File: src/hw/soc_pkg.sv
package soc_pkg;

	// ====================
	// Bus widths
	// ====================

	localparam int ADDR_W = 32;
	localparam int DATA_W = 32;

	typedef logic [DATA_W-1:0] word_t;

	// ====================
	// Address map
	// ====================

	// Top nibble of the address selects the target
	localparam int REGION_MSB = ADDR_W - 1;
	localparam int REGION_LSB = 28;
	localparam int OFFSET_W   = REGION_LSB;

	localparam logic [3:0] REGION_ROM   = 4'h0;
	localparam logic [3:0] REGION_RAM   = 4'h1;
	localparam logic [3:0] REGION_TIMER = 4'hA;

	// Memory depths in words
	localparam int ROM_WORDS = 16;
	localparam int RAM_WORDS = 1024;
	localparam int WORD_LSB  = 2;

	// ====================
	// Machine timer
	// ====================

	localparam int TICK_DIVIDE = 4;

	localparam logic [1:0] TIMER_MTIME_LO = 2'd0;
	localparam logic [1:0] TIMER_MTIME_HI = 2'd1;
	localparam logic [1:0] TIMER_CMP_LO   = 2'd2;
	localparam logic [1:0] TIMER_CMP_HI   = 2'd3;

endpackage
File: src/hw/machine_timer.sv
`timescale 1ns/10ps

module machine_timer (
	input  logic                         clock,
	input  logic                         i_rst_n,
	input  logic                         i_request,
	input  logic                         i_rw,
	input  logic [soc_pkg::OFFSET_W-1:0] i_offset,
	input  soc_pkg::word_t               i_wdata,
	output soc_pkg::word_t               o_rdata,
	output logic                         o_ready,
	output logic                         o_interrupt
);
	import soc_pkg::*;

	localparam int                    PRESCALE_W    = $clog2(TICK_DIVIDE);
	localparam logic [PRESCALE_W-1:0] PRESCALE_LAST = PRESCALE_W'(TICK_DIVIDE - 1);

	logic [PRESCALE_W-1:0] prescale;
	logic                  tick;
	logic [63:0]           mtime;
	logic [63:0]           mtimecmp;
	logic [1:0]            reg_index;
	logic                  request_q;
	logic                  access;

	assign reg_index = i_offset[WORD_LSB +: 2];

	// First cycle of a request
	assign access = i_request & ~request_q;

	// ====================
	// Time base
	// ====================

	assign tick = (prescale == PRESCALE_LAST);

	always_ff @(posedge clock or negedge i_rst_n) begin
		if (!i_rst_n) begin
			prescale <= '0;
			mtime    <= '0;
		end else begin
			prescale <= tick ? '0 : prescale + 1'b1;
			if (tick)
				mtime <= mtime + 64'd1;
		end
	end

	// ====================
	// Compare and interrupt
	// ====================

	always_ff @(posedge clock or negedge i_rst_n) begin
		if (!i_rst_n) begin
			mtimecmp    <= '1;
			o_interrupt <= 1'b0;
		end else begin
			// Time words are read-only from the bus
			if (access && i_rw) begin
				if (reg_index == TIMER_CMP_LO)
					mtimecmp[31:0] <= i_wdata;
				else if (reg_index == TIMER_CMP_HI)
					mtimecmp[63:32] <= i_wdata;
			end
			o_interrupt <= (mtime >= mtimecmp);
		end
	end

	// ====================
	// Register access
	// ====================

	always_ff @(posedge clock) begin
		if (i_request) begin
			case (reg_index)
				TIMER_MTIME_LO: o_rdata <= mtime[31:0];
				TIMER_MTIME_HI: o_rdata <= mtime[63:32];
				TIMER_CMP_LO:   o_rdata <= mtimecmp[31:0];
				default:        o_rdata <= mtimecmp[63:32];
			endcase
		end
	end

	always_ff @(posedge clock or negedge i_rst_n) begin
		if (!i_rst_n) begin
			request_q <= 1'b0;
			o_ready   <= 1'b0;
		end else begin
			request_q <= i_request;
			o_ready   <= access;
		end
	end

	// Register select and direction stay put while the master waits
	assert property (@(posedge clock) disable iff (!i_rst_n)
		i_request && request_q |-> $stable(i_offset) && $stable(i_rw))
	else $error("machine_timer: register select changed during a request");

endmodule

File: config.mk
export PLATFORM = sky130hd
export DESIGN_NAME = machine_timer
export DESIGN_NICKNAME = d
export VERILOG_FILES = /design/src/hw/soc_pkg.sv /design/src/hw/machine_timer.sv
export SDC_FILE = /design/constraint.sdc
export NUM_CORES = 1
export LEC_CHECK = 0
export BUFFER_PORTS_ARGS = -buffer_cell sky130_fd_sc_hd__buf_2
export CORE_MARGIN = 8
export CORE_UTILIZATION = 35
export CTS_CLUSTER_SIZE = 10
export DETAILED_ROUTE_END_ITERATION = 6
export PLACE_DENSITY = 0.52
export SLEW_MARGIN = 40
export SYNTH_ARGS = -nofsm -noshare
export SYNTH_HDL_FRONTEND = slang
export SYNTH_SLANG_ARGS = --single-unit
File: constraint.sdc
create_clock -name clock -period 2.5 [get_ports clock]
set_input_delay 0.5 -clock clock [delete_from_list [all_inputs] [get_ports clock]]
set_output_delay 0.5 -clock clock [all_outputs]
set_load 0.02 [all_outputs]
==> impl_results.md <==
- Startpoint Class: register
- Worst slew margin: 60.3%
- Sequential element share of the synthesized area: 49.9%
- Effective utilization at floorplan: 35.2%
- Post-synthesis cell area: 8750 um^2
- Final Util: 43.4%
- Area growth from synthesis to layout: 23.5%
- Flops & latches, synth: 165
- Fin crit share: 96.9%
- Synth Flop Type: dfrtp_1
- CP top delay family: compound AO/OA/AOI/OAI gates
- Worst EP required: 2.81 ns
- CP peak stage delay: 0.55 ns
- Status: complete, no violations
- # hold bufs at CTS: 0
- Hold Slack: 0.0650 ns
- Vias: 5980
- CTS Buf Count: 17
- Clk_skew: 0.0123 ns
- Final std cells w/o fill: 1234
- DP HPWL: 16100 um
- Clock latency on the worst-skew pair: 0.43 ns
- Initial DRC Count: 358
- VDD IR max: 0.394 mV
- Worst Path Arrival: 2.74 ns
- Area leader, netlist: dfrtp_1
- Cells after Synth: 736
- Crit-path slowest cell: dfstp_2
- Vias per inst: 4.85
- LEAKAGE: 4.98 nW
- PD cells: 696 nW/um^2
- CTS tree: done
- First-pass GRT wire length: 35200 um
- Worst-path cell chain: inv_1, ha_1, buf_4, a21oi_1, nand2_1, a221o_1, a211o_1, a22oi_1, or3b_1
- Root buffer cell: clkbuf_16
- Antenna Cells: 0
- Core Region: 24900 um^2
- Clock Sinks: 165
- Cell variety after synth: 50
- Async set or reset register ratio after synthesis: 80.6%
- Minimum clock period: 2.42 ns
- Commonest non-fill, non-tap cells in the layout: buf_4, nand2_1, inv_1
- GRT Total Usage: 14.9%
- Critical path origin: mtimecmp[46]$_DFFE_PN1P_
- # placed instances: 1202
- Vias in the first global route: 6414
- Setup Fix Bufs, Post-CTS: 0
- Worst-Margin Slew: 0.596 ns
- CP Capture Type: register
- Crit Path Max Fanout: 3
- DR pass1 iterations: 4
- EDFF count, synth: 32
- Final net count: 1021
- Syn Nets: 866
- DIE AREA: 30300 um^2
- DIE HEIGHT: 174 um
- Number of failing hold endpoints at the final stage: 0
- Mean Syn Cell Area: 11.9 um^2
- # DRC: 0
- RD Place Congestion: 0.782
- Critical path type: register to register
- Max cap viols: 0
- Row Count: 58
- I/O Pins: 98
- Post-route ant nets: 0
- Largest net degree at the start of global routing: 60
- Peak Freq: 413 MHz
- Worst-path clk slew: 0.06 ns
- Slew Viols, Final: 0
- H-Tree Depth: 4
- Share of cells above drive strength 1: 37.7%
- Setup TNS: 0 ns
- Largest cells by area after synthesis: dfrtp_1, dfstp_2, edfxtp_1, ha_1, mux4_2
- Die width: 174 um
- Most common cell after layout, fill and taps aside: buf_4
- Port bufs: 71
- Final wirelength: 21400 um
- Average wire per standard cell: 17.4 um
- Global route total overflow: 0
- Max Root-Sink Buffers: 2
- Final setup viols: 0
- Buffers & Inverters on Critical Path: 2
- Crit Reg-Reg Startpoint: mtimecmp[46]$_DFFE_PN1P_
- Post-synth top area share: 19.7%
- Initial antenna violation count: 1
- Layout fillers: 2359
- RSZ-0062 raised after global routing: yes
- Synth warnings: 0
- Hold Crit Class: input port to async pin
## layout make-up
class                           count  area, um^2  area share (%)
Inverter                           75         282            2.60
Clock inverter                     11         200            1.85
Multi-Input combinational cell    478        4080            37.7
Sequential cell                   165        4370            40.4
Clock buffer                       21         460            4.26
Tap cell                          330         413            3.82
Timing Repair Buffer              154        1010            9.34
## Yosys cell counts (all sizes together) (12+ instances only)
library cell and number:
mux2 34, nor2 29, clkbuf 12, inv 75, a21oi 25, edfxtp 32, dfstp 64, mux4 32
nand2 79, ha 66, dfrtp 69, xor2 20, nor3 13, o21ai 37, xnor2 43, nand4 24
nand3 27
## power breakdown
part	internal (mW)	leakage [nW]	switching, mW
clock	1.83	0.314	1.11
sequential	3.24	1.94	0.169
combinational	0.546	2.72	0.614
total	5.62	4.98	1.90
## layer usage
layer  global-route usage (%)  vias up  wire, um
met2                     23.2       86      9820
met3                     3.60       26       755
met5                        0        -        12
li1                         -     2918         -
met1                     20.0     2948     10500
met4                     4.63        2       349
## flip-flops by register name (all words and copies together) (netlist names)
name,count
o_interrupt,1
prescale,2
mtime,64
o_rdata,32
o_ready,1
request_q,1
mtimecmp,64
## final timing paths
kind | end | slack, ns | depth (start not counted)
min in group clock | mtimecmp[29]$_DFFE_PN1P_ | 0.29 | 3
min reg2reg | o_ready$_DFF_PN0_ | 0.42 | 1
min | mtime[39]$_DFFE_PN0P_ | 0.06 | 1
max | o_interrupt$_DFF_PN0_ | 0.08 | 9
max reg2reg | o_interrupt$_DFF_PN0_ | 0.08 | 9
max in group asynchronous | mtimecmp[16]$_DFFE_PN1P_ | 1.69 | 2
## per-stage QoR
stage,power (mW),setup WS (ns),instance area [um^2]
after global placement,4.60,-0.0140,10100
after floorplan,4.13,0.306,8750
after global routing,7.90,-0.0397,10800
final,7.52,0.0766,10800
after CTS,7.62,0.00265,10800
after detailed placement,4.62,-0.0427,10100
## logic make-up after synthesis
family / synth area share (%)
and+or+nand+nor: 12.5
DFF: 49.9
buffers and inverters: 4.03
AOI/OAI and AO/OA: 5.18
muxes: 12.6
adders and majority gates: 9.44
xor gates and xnor gates: 6.30
## repair_timing
action	4_1_cts	5_1_grt
hold endpoints to repair	0	0
setup endpoints to repair	1	1
gates resized for setup	2	6
pin swaps	0	5
No activity file was read; power rests on OpenSTA's default activity.
