File: config.mk
export PLATFORM = sky130hd
export DESIGN_NAME = bus_decoder
export DESIGN_NICKNAME = d
export VERILOG_FILES = /design/src/hw/soc_pkg.sv /design/src/hw/bus_decoder.sv
export SDC_FILE = /design/constraint.sdc
export NUM_CORES = 1
export LEC_CHECK = 0
export BUFFER_PORTS_ARGS = -buffer_cell sky130_fd_sc_hd__buf_4
export CORE_AREA = 2 2 77 79
export DETAILED_ROUTE_END_ITERATION = 7
export DIE_AREA = 0 0 79 81
export PLACE_DENSITY_LB_ADDON = 0.2
export SYNTH_ARGS = -nofsm -noshare
export SYNTH_HDL_FRONTEND = slang
export SYNTH_SLANG_ARGS = --single-unit
File: constraint.sdc
create_clock -name vclk -period 3.6
set_clock_uncertainty 0.15 [all_clocks]
set_input_delay 0.54 -clock vclk [all_inputs]
set_output_delay 0.54 -clock vclk [all_outputs]
set_load 0.005 [all_outputs]
File: src/hw/soc_pkg.sv
package soc_pkg;

	// ====================
	// Bus widths
	// ====================

	localparam int ADDR_W = 32;
	localparam int DATA_W = 32;

	typedef logic [DATA_W-1:0] word_t;

	// ====================
	// Address map
	// ====================

	// Top nibble of the address selects the target
	localparam int REGION_MSB = ADDR_W - 1;
	localparam int REGION_LSB = 28;
	localparam int OFFSET_W   = REGION_LSB;

	localparam logic [3:0] REGION_ROM   = 4'h0;
	localparam logic [3:0] REGION_RAM   = 4'h1;
	localparam logic [3:0] REGION_TIMER = 4'hA;

	// Memory depths in words
	localparam int ROM_WORDS = 16;
	localparam int RAM_WORDS = 1024;
	localparam int WORD_LSB  = 2;

	// ====================
	// Machine timer
	// ====================

	localparam int TICK_DIVIDE = 4;

	localparam logic [1:0] TIMER_MTIME_LO = 2'd0;
	localparam logic [1:0] TIMER_MTIME_HI = 2'd1;
	localparam logic [1:0] TIMER_CMP_LO   = 2'd2;
	localparam logic [1:0] TIMER_CMP_HI   = 2'd3;

endpackage
File: src/hw/bus_decoder.sv
`timescale 1ns/10ps

module bus_decoder (
	input  logic                         i_bus_request,
	input  soc_pkg::word_t               i_bus_address,
	output logic [soc_pkg::OFFSET_W-1:0] o_offset,

	// Per-target requests
	output logic                         o_rom_request,
	output logic                         o_ram_request,
	output logic                         o_timer_request,

	// Target responses
	input  soc_pkg::word_t               i_rom_rdata,
	input  logic                         i_rom_ready,
	input  soc_pkg::word_t               i_ram_rdata,
	input  logic                         i_ram_ready,
	input  soc_pkg::word_t               i_timer_rdata,
	input  logic                         i_timer_ready,

	// Response to the master
	output soc_pkg::word_t               o_bus_rdata,
	output logic                         o_bus_ready,
	output logic                         o_bus_fault
);
	import soc_pkg::*;

	logic [REGION_MSB-REGION_LSB:0] region;
	logic                           rom_select;
	logic                           ram_select;
	logic                           timer_select;
	logic                           any_select;

	// ====================
	// Region decode
	// ====================

	assign region   = i_bus_address[REGION_MSB:REGION_LSB];
	assign o_offset = i_bus_address[OFFSET_W-1:0];

	assign rom_select   = (region == REGION_ROM);
	assign ram_select   = (region == REGION_RAM);
	assign timer_select = (region == REGION_TIMER);
	assign any_select   = rom_select | ram_select | timer_select;

	// Only the addressed target sees the request
	assign o_rom_request   = i_bus_request & rom_select;
	assign o_ram_request   = i_bus_request & ram_select;
	assign o_timer_request = i_bus_request & timer_select;

	// Unclaimed address, held as long as the master keeps requesting
	assign o_bus_fault = i_bus_request & ~any_select;

	// ====================
	// Response mux
	// ====================

	always_comb begin
		if (rom_select) begin
			o_bus_rdata = i_rom_rdata;
			o_bus_ready = i_rom_ready;
		end else if (ram_select) begin
			o_bus_rdata = i_ram_rdata;
			o_bus_ready = i_ram_ready;
		end else if (timer_select) begin
			o_bus_rdata = i_timer_rdata;
			o_bus_ready = i_timer_ready;
		end else begin
			// Nothing answers here
			o_bus_rdata = '0;
			o_bus_ready = 1'b0;
		end
	end

endmodule

==> results of run 1 <==
==> logic make-up (layout without fill, tap and decap cells) <==
logic type,after synthesis,in the layout,share of synthesized area (%)
AOI/OAI and AO/OA,35,35,20.30
buffers and inverters,40,144,28.24
muxes,32,32,29.99
and+or+nand+nor,43,43,21.47
==> layer usage <==
metal  part of all wire, %  wire length (microns)  vias to the layer above  track usage [%]
met5                     0                      0                        -                0
met4                   2.4                     95                        0            2.931
met3                    12                    468                       16            1.778
met2                    49                   1959                       85            22.20
met1                    36                   1441                      625            11.85
li1                      -                      -                      700                -
==> per-stage QoR <==
stage                     utilization [%]  setup WS [ns]  hold slack (ns)  power (mW)
final                               34.19          1.058           0.9300      0.1809
after global routing                34.19         0.9163           0.9300      0.1978
after CTS                           34.19          1.055           0.9300      0.1836
after detailed placement            34.19          1.046           0.9300      0.1837
after global placement              34.19          1.054           0.9300      0.1823
after floorplan                         -          1.585           0.9611     0.09052
==> critical path: stages <==
cell      delay [ns]
buf_4           0.27
nor4bb_4        0.34
buf_4           0.33
nand2_1         0.08
o21ai_1         0.09
buf_4           0.13
==> layout by cell type, fill, tap and decap left out <==
master    netlist  final
a21oi_1         1      1
a22oi_1         1      1
and2_1          1      1
and3_1          2      2
and3b_1         1      1
buf_4          29    143
inv_1           1      1
mux2_1          1      1
mux2i_1        31     31
nand2_1        22     22
nand2_2        10     10
nor2_1          3      3
nor3_1          2      2
nor4bb_4        1      1
o21a_1          1      1
o21ai_0         1      1
o21ai_1        21     21
o21ai_2        10     10
or3_4           1      1
==> how the worst max path moves through the flow <==
stage / start / endpoint / slack (ns) / cells past startpoint
floorplan: i_bus_address[28] / o_bus_rdata[15] / 1.59 / 6
finish: i_bus_address[28] / o_bus_rdata[10] / 1.06 / 6
global route: i_bus_address[28] / o_bus_rdata[26] / 0.92 / 6
CTS: i_bus_address[28] / o_bus_rdata[10] / 1.05 / 6
detailed placement: i_bus_address[28] / o_bus_rdata[10] / 1.05 / 6
global placement: i_bus_address[28] / o_bus_rdata[10] / 1.05 / 6
==> cell type report <==
class / count / share of cell area (%)
multi-input cells: 110 / 39.65
inverters: 1 / 0.1934
repair buffers: 143 / 55.32
well taps: 75 / 4.836
==> power by group <==
part           leakage, nW  switching, mW  total, mW  internal [mW]
Combinational         1.05         0.0614      0.181          0.120
Clock                    0              0          0              0
Sequential               0              0          0              0
==> metrics.yaml, run 1 <==
floorplan:
  initial_core_util_pct: 18.89
  io_pins: 197
  die_area_sq_um: 6399
  core.rowCount: 28
  core-area_sq_um: 5675
  die_w_microns: 79
  chipHeight_microns: 81
synthesis:
  netlist_area_sq_um: 1072
  ys_warn_count: 0
  synth_cells: 150
  yosysSeqAreaShare_pct: 0
  avgSynthCellArea_sq_um: 7.149
  synth.most_common_cell: "mux2i_1"
  synthTopCellsByCount: "31 x mux2i_1, 29 x buf_4, 22 x nand2_1"
  yosysUniqueCellTypes: 21
  yosys-top-cells-area: "mux2i_1 29%, buf_4 20%, o21ai_1 9.8%, o21ai_2 8.2%, nand2_1 7.7%"
  synthesis.nets: 282
  synth_top_area_share_pct: 28.94
  synth_largest_area_cell: "mux2i_1"
clocking:
  cts_hold_buf: 0
  post_cts_buffers: 0
  post_cts_resized: 0
setup_path:
  crit_arrival_ns: 1.85
  crit_type: "in -> out"
  end_kind: "output port"
  cp.required_ns: 2.91
  crit_path_max_fanout: 37
  cp-start-kind: "primary input"
timing:
  period_needed_ns: 2.542
  slew_violations: 0
  setup_tns_ns: 0
  worst_slew_pin_slew_ns: 0.6104
  rsz0062_at_grt: "false"
  fmax_mhz: 393.4
  setup_viol: 0
  post-route-period-util_pct: 70.60
  relSlewSlack_pct: 59.31
  hold_viol_final: 0
global_routing:
  grt_overflow: 0
  antenna_found_initial: 0
  grt_pass1_wl_microns: 6009
  first_global_vias: 1352
  grt_use_total_pct: 11.05
  grt_max_degree: 38
final_layout:
  drive_gt1_share_pct: 64.96
  stdcell_count: 329
  antennaDiodeCount: 0
  design.seq.count: 0
  nets: 388
  n_clock_buffer: 0
  area_growth_pct: 80.98
  fin_area_sq_um: 1941
  nFillCells: 641
  multi_input_area_sq_um: 769.5
  regArea_sq_um: 0
min_path:
  whs_path_depth: 0
  min_delay_worst_endpoint: "o_offset[0]"
  hp-start: "i_bus_address[0]"
  holdCritPathClass: "in -> out"
route:
  wl_microns: 3964
  num_vias: 1426
  vias_per_cell: 4.334
  drc: 0
  ant_nets: 0
  first_pass_iters: 4
  drt_iter0_markers: 36
  wl_per_cell_microns: 12.05
run:
  max_cap_viol_count: 0
placement:
  gp_congestion: 0.7057
  dpl.hpwl_microns: 3114
  post_dp_cell_area_sq_um: 1941
  place_inst: 329
  portBuffers: 141
pwr:
  powerDensity_nw_per_um2: 93.21
  leakage_nw: 1.047
  vdd.ir_drop.worst_uv: 30.99
status:
  status: "finished clean"
Note: power is estimated with default switching activity, not from simulation.
==> run 2, diff against run 1 <==
==> constraint.sdc (replaced) <==
create_clock -name vclk -period 2.15
set_clock_uncertainty 0.15 [all_clocks]
set_input_delay 0.3225 -clock vclk [all_inputs]
set_output_delay 0.3225 -clock vclk [all_outputs]
set_load 0.005 [all_outputs]
==> metrics.yaml, run 2 (synthesis results as in run 1) <==
final_layout:
  nFillCells: 628  # was 641
  final_cell_mix: "143 x buf_4, 31 x mux2i_1, 22 x nand2_1, 21 x o21ai_1"  # unchanged
  layout_commonest_cell: "buf_4"  # unchanged
  area_growth_pct: 82.85  # was 80.98%
  antennaDiodeCount: 0  # unchanged
  stdcell_count: 330  # was 329
  nets: 389  # was 388
  design.seq.count: 0  # unchanged
  regArea_sq_um: 0  # unchanged
  drive_gt1_share_pct: 65.10  # was 64.96%
  n_clock_buffer: 0  # unchanged
floorplan:
  initial_core_util_pct: 18.89  # unchanged
  die_area_sq_um: 6399  # unchanged
  core.rowCount: 28  # unchanged
  chipHeight_microns: 81  # unchanged
  core-area_sq_um: 5675  # unchanged
  io_pins: 197  # unchanged
  die_w_microns: 79  # unchanged
global_routing:
  grt_max_degree: 37  # was 38
  grt_use_total_pct: 10.75  # was 11.05%
  antenna_found_initial: 0  # unchanged
  grt_overflow: 0  # unchanged
  grt_pass1_wl_microns: 5837  # was 6009 microns
  first_global_vias: 1310  # was 1352
setup_path:
  crit_path_max_fanout: 32  # was 37
  path_cells: "buf_4, or3_4, nor3_1, a21oi_1, buf_4"  # was buf_4, nor4bb_4, buf_4, nand2_1, o21ai_1, buf_4
  crit_top_cell: "buf_4"  # unchanged
  cp_slowest_cell: "or3_4"  # was nor4bb_4
  critPathBufInv: 2  # was 3
  path_delay_family: "simple AND/OR/NAND/NOR gates"  # was buffers and inverters
  end_kind: "output port"  # unchanged
  crit_type: "in -> out"  # unchanged
  max_stage_delay_ns: 0.56  # was 0.34 ns
  cp-start-kind: "primary input"  # unchanged
  cp.required_ns: 1.68  # was 2.91 ns
  crit_arrival_ns: 1.42  # was 1.85 ns
pwr:
  power_switching_mw: 0.1044  # was 0.06136 mW
  intPower_mw: 0.2037  # was 0.1195 mW
  power_frac_seq_pct: 0  # about the same
  power_switching_share_pct: 33.88  # was 33.92%
  vdd.ir_drop.worst_uv: 68.52  # was 30.99 uV
  p_comb_share_pct: 100.0  # about the same
  leakage_nw: 1.057  # was 1.047 nW
  p_clk_share_pct: 0  # about the same
  powerDensity_nw_per_um2: 157.1  # was 93.21 nW/um^2
run:
  max_cap_viol_count: 0  # unchanged
clocking:
  post_cts_resized: 0  # unchanged
  post_cts_buffers: 0  # unchanged
  cts_hold_buf: 0  # unchanged
placement:
  place_inst: 330  # was 329
  gp_congestion: 0.7023  # was 0.7057
  portBuffers: 141  # unchanged
  place_ws_ns: 0.2374  # was 1.046 ns
  dpl.hpwl_microns: 3148  # was 3114 microns
route:
  num_vias: 1437  # was 1426
  drt_iter0_markers: 21  # was 36
  vias_per_cell: 4.355  # was 4.334
  ant_nets: 0  # unchanged
  first_pass_iters: 4  # unchanged
  wl_per_cell_microns: 11.94  # was 12.05 microns
  wl_microns: 3941  # was 3964 microns
  drc: 0  # unchanged
timing:
  setup_tns_ns: 0  # unchanged
  relSlewSlack_pct: 71.84  # was 59.31%
  slew_violations: 0  # unchanged
  finalWorstSetupSlack_ns: 0.2565  # was 1.058 ns
  rsz0062_at_grt: "false"  # unchanged
  worst_slew_pin_slew_ns: 0.4224  # was 0.6104 ns
  fmax_mhz: 528.1
  setup_viol: 0  # unchanged
  post-route-period-util_pct: 88.07
  period_needed_ns: 1.893
  hold_viol_final: 0  # unchanged
min_path:
  holdCritPathClass: "in -> out"  # unchanged
status:
  status: "finished clean"  # unchanged
-- run 2: changes by cell type in the layout (fill, tap and decap cells not counted) --
| cell | before | now |
|---|---|---|
| buf_12 | 0 | 1 |
-- run 2: final timing paths --
| path | from | to | slack (ns) | cells after the start |
|---|---|---|---|---|
| worst max-delay path | i_bus_address[31] | o_bus_rdata[13] | 0.26 | 5 |
| worst min-delay path | i_bus_address[0] | o_offset[0] | 0.50 | 0 |
-- run 2: layout make-up --
type / count / area [sq um] / area share (%)
Timing Repair Buffer: 144 / 1094 / 55.78
Multi-Input combinational cell: 110 / 769.5 / 39.25
Tap cell: 75 / 93.84 / 4.786
Inverter: 1 / 3.754 / 0.1914
-- run 2: power groups by stage --
stage               combinational (mW)  clock [mW]  sequential, mW
floorplan                        0.152           0               0
global placement                 0.309           0               0
detailed placement               0.312           0               0
CTS                              0.312           0               0
global route                     0.335           0               0
finish                           0.308           0               0
-- run 2: metrics by stage --
stage | area [sq um] | total power [mW] | utilization [%] | hold WS [ns]
final | 1961 | 0.3080 | 34.55 | 0.4950
after global routing | 1961 | 0.3355 | 34.55 | 0.4950
after CTS | 1961 | 0.3124 | 34.55 | 0.4950
after detailed placement | 1961 | 0.3117 | 34.55 | 0.4950
after global placement | 1961 | 0.3095 | 34.55 | 0.4950
after floorplan | 1072 | 0.1516 | - | 0.5261
-- run 2: routing by layer --
| layer | up-vias | wire length, microns | global-route usage [%] |
|---|---|---|---|
| met2 | 87 | 1974 | 21.61 |
| li1 | 706 | - | - |
| met1 | 628 | 1348 | 10.93 |
| met5 | - | 0 | 0 |
| met3 | 16 | 523 | 2.667 |
| met4 | 0 | 95 | 2.931 |
==> run 3, diff against run 2 <==
--- a/config.mk
+++ b/config.mk
@@ -5,7 +5,7 @@
 export SDC_FILE = /design/constraint.sdc
 export NUM_CORES = 1
 export LEC_CHECK = 0
-export BUFFER_PORTS_ARGS = -buffer_cell sky130_fd_sc_hd__buf_4
+export BUFFER_PORTS_ARGS = -buffer_cell sky130_fd_sc_hd__buf_2
 export CORE_AREA = 2 2 77 79
 export DETAILED_ROUTE_END_ITERATION = 7
 export DIE_AREA = 0 0 79 81
==> metrics.yaml, run 3 (synthesis results as in run 1) <==
route:
  wl_per_cell_microns: 10.92  # was 11.94 microns
  drc: 0  # unchanged
  vias_per_cell: 4.278  # was 4.355
  ant_nets: 0  # unchanged
  num_vias: 1416  # was 1437
  drt_iter0_markers: 30  # was 21
  wl_microns: 3616  # was 3941 microns
  first_pass_iters: 4  # unchanged
global_routing:
  grt_overflow: 0  # unchanged
  grt_pass1_wl_microns: 5230  # was 5837 microns
  first_global_vias: 1178  # was 1310
  grt_max_degree: 33  # was 37
  grt_use_total_pct: 9.650  # was 10.75%
  antenna_found_initial: 0  # unchanged
timing:
  worst_slew_pin_slew_ns: 0.4313  # was 0.4224 ns
  hold_viol_final: 0  # unchanged
  slew_violations: 0  # unchanged
  setup_viol: 0  # unchanged
  fmax_mhz: 530.1  # was 528.1 MHz
  hold_ws_ns: 0.4950  # unchanged
  rsz0062_at_grt: "false"  # unchanged
  relSlewSlack_pct: 71.25  # was 71.84%
  post-route-period-util_pct: 87.74  # was 88.07%
  period_needed_ns: 1.886  # was 1.893 ns
  setup_tns_ns: 0  # unchanged
floorplan:
  io_pins: 197  # unchanged
  core-area_sq_um: 5675  # unchanged
  die_w_microns: 79  # unchanged
  die_area_sq_um: 6399  # unchanged
  chipHeight_microns: 81  # unchanged
  core.rowCount: 28  # unchanged
  initial_core_util_pct: 18.89  # unchanged
setup_path:
  crit_type: "in -> out"  # unchanged
  crit_path_max_fanout: 15  # was 32
  max_stage_delay_ns: 0.30  # was 0.56 ns
  crit_arrival_ns: 1.41  # was 1.42 ns
  cp-start-kind: "primary input"  # unchanged
  crit_top_cell: "buf_2"  # was buf_4
  cp_slowest_cell: "nor4bb_4"  # was or3_4
  path_cells: "buf_2, nor4bb_4, buf_4, nand2_1, a21oi_1, buf_2"  # was buf_4, or3_4, nor3_1, a21oi_1, buf_4
  cp.required_ns: 1.68  # about the same
  end_kind: "output port"  # unchanged
run:
  max_cap_viol_count: 0  # unchanged
pwr:
  powerDensity_nw_per_um2: 147.2  # was 157.1 nW/um^2
  power_switching_mw: 0.1009  # was 0.1044 mW
  power_frac_seq_pct: 0  # about the same
  p_comb_share_pct: 100.0  # about the same
  p_clk_share_pct: 0  # about the same
  intPower_mw: 0.1351  # was 0.2037 mW
  power.total_mw: 0.2360  # was 0.3080 mW
  leakage_nw: 0.9645  # was 1.057 nW
  vdd.ir_drop.worst_uv: 52.55  # was 68.52 uV
  power_switching_share_pct: 42.74  # was 33.88%
status:
  status: "finished clean"  # unchanged
clocking:
  post_cts_resized: 0  # unchanged
  cts_hold_buf: 0  # unchanged
  post_cts_buffers: 0  # unchanged
min_path:
  whs_path_depth: 0  # unchanged
  holdCritPathClass: "in -> out"  # unchanged
final_layout:
  antennaDiodeCount: 0  # unchanged
  fin_util_pct: 28.24  # was 34.55%
  final_cell_mix: "141 x buf_2, 31 x mux2i_1, 22 x nand2_1, 21 x o21ai_1"  # was 143 x buf_4, 31 x mux2i_1, 22 x nand2_1, 21 x o21ai_1
  layout_commonest_cell: "buf_2"  # was buf_4
  area_growth_pct: 49.48  # was 82.85%
  drive_gt1_share_pct: 65.23  # was 65.10%
  design.seq.count: 0  # unchanged
  regArea_sq_um: 0  # unchanged
  n_clock_buffer: 0  # unchanged
  nets: 390  # was 389
placement:
  gp_congestion: 0.7325  # was 0.7023
  dpl.hpwl_microns: 3005  # was 3148 microns
  portBuffers: 141  # unchanged
run 3: cell types whose count changed in the layout (fill, tap and decap cells not counted), sizes merged:
cell,before,now
buf,144,145
run 3: worst paths after layout:
check	start	to	slack (ns)
setup / recovery	i_bus_address[28]	o_bus_rdata[13]	0.26
hold / removal	i_bus_address[0]	o_offset[0]	0.50
run 3: metal layers:
layer  wire, microns  share of wire [%]  up-vias  GRT usage [%]
met2            1759                 49       85          19.32
li1                -                  -      704              -
met1            1312                 36      611          10.20
met4              95                2.6        0          2.931
met5               0                  0        -              0
met3             449                 12       16          1.667
run 3: through the flow:
step	area [sq um]	instances	setup slack [ns]
final	1603	331	0.2636
after global routing	1603	331	0.1621
after CTS	1603	331	0.2285
after detailed placement	1603	331	0.2306
after global placement	1603	331	0.2379
after floorplan	1072	150	0.5701
run 3: layout make-up:
class	count	area [sq um]
fill	661	4073
timing repair buffer	145	735.7
inverter	1	3.754
tap	75	93.84
multi-input combinational	110	769.5
run 3: power by group through the flow:
stage	Combinational [mW]	Sequential [mW]	Clock, mW
after floorplan	0.152	0	0
after global placement	0.239	0	0
after detailed placement	0.241	0	0
after CTS	0.242	0	0
after global routing	0.262	0	0
final	0.236	0	0
run 3: critical path: cells and delay by family:
kind | cells | cell delay, ns
and+or+nand+nor | 2 | 0.39
AOI/OAI and AO/OA | 1 | 0.12
buffers and inverters | 3 | 0.58
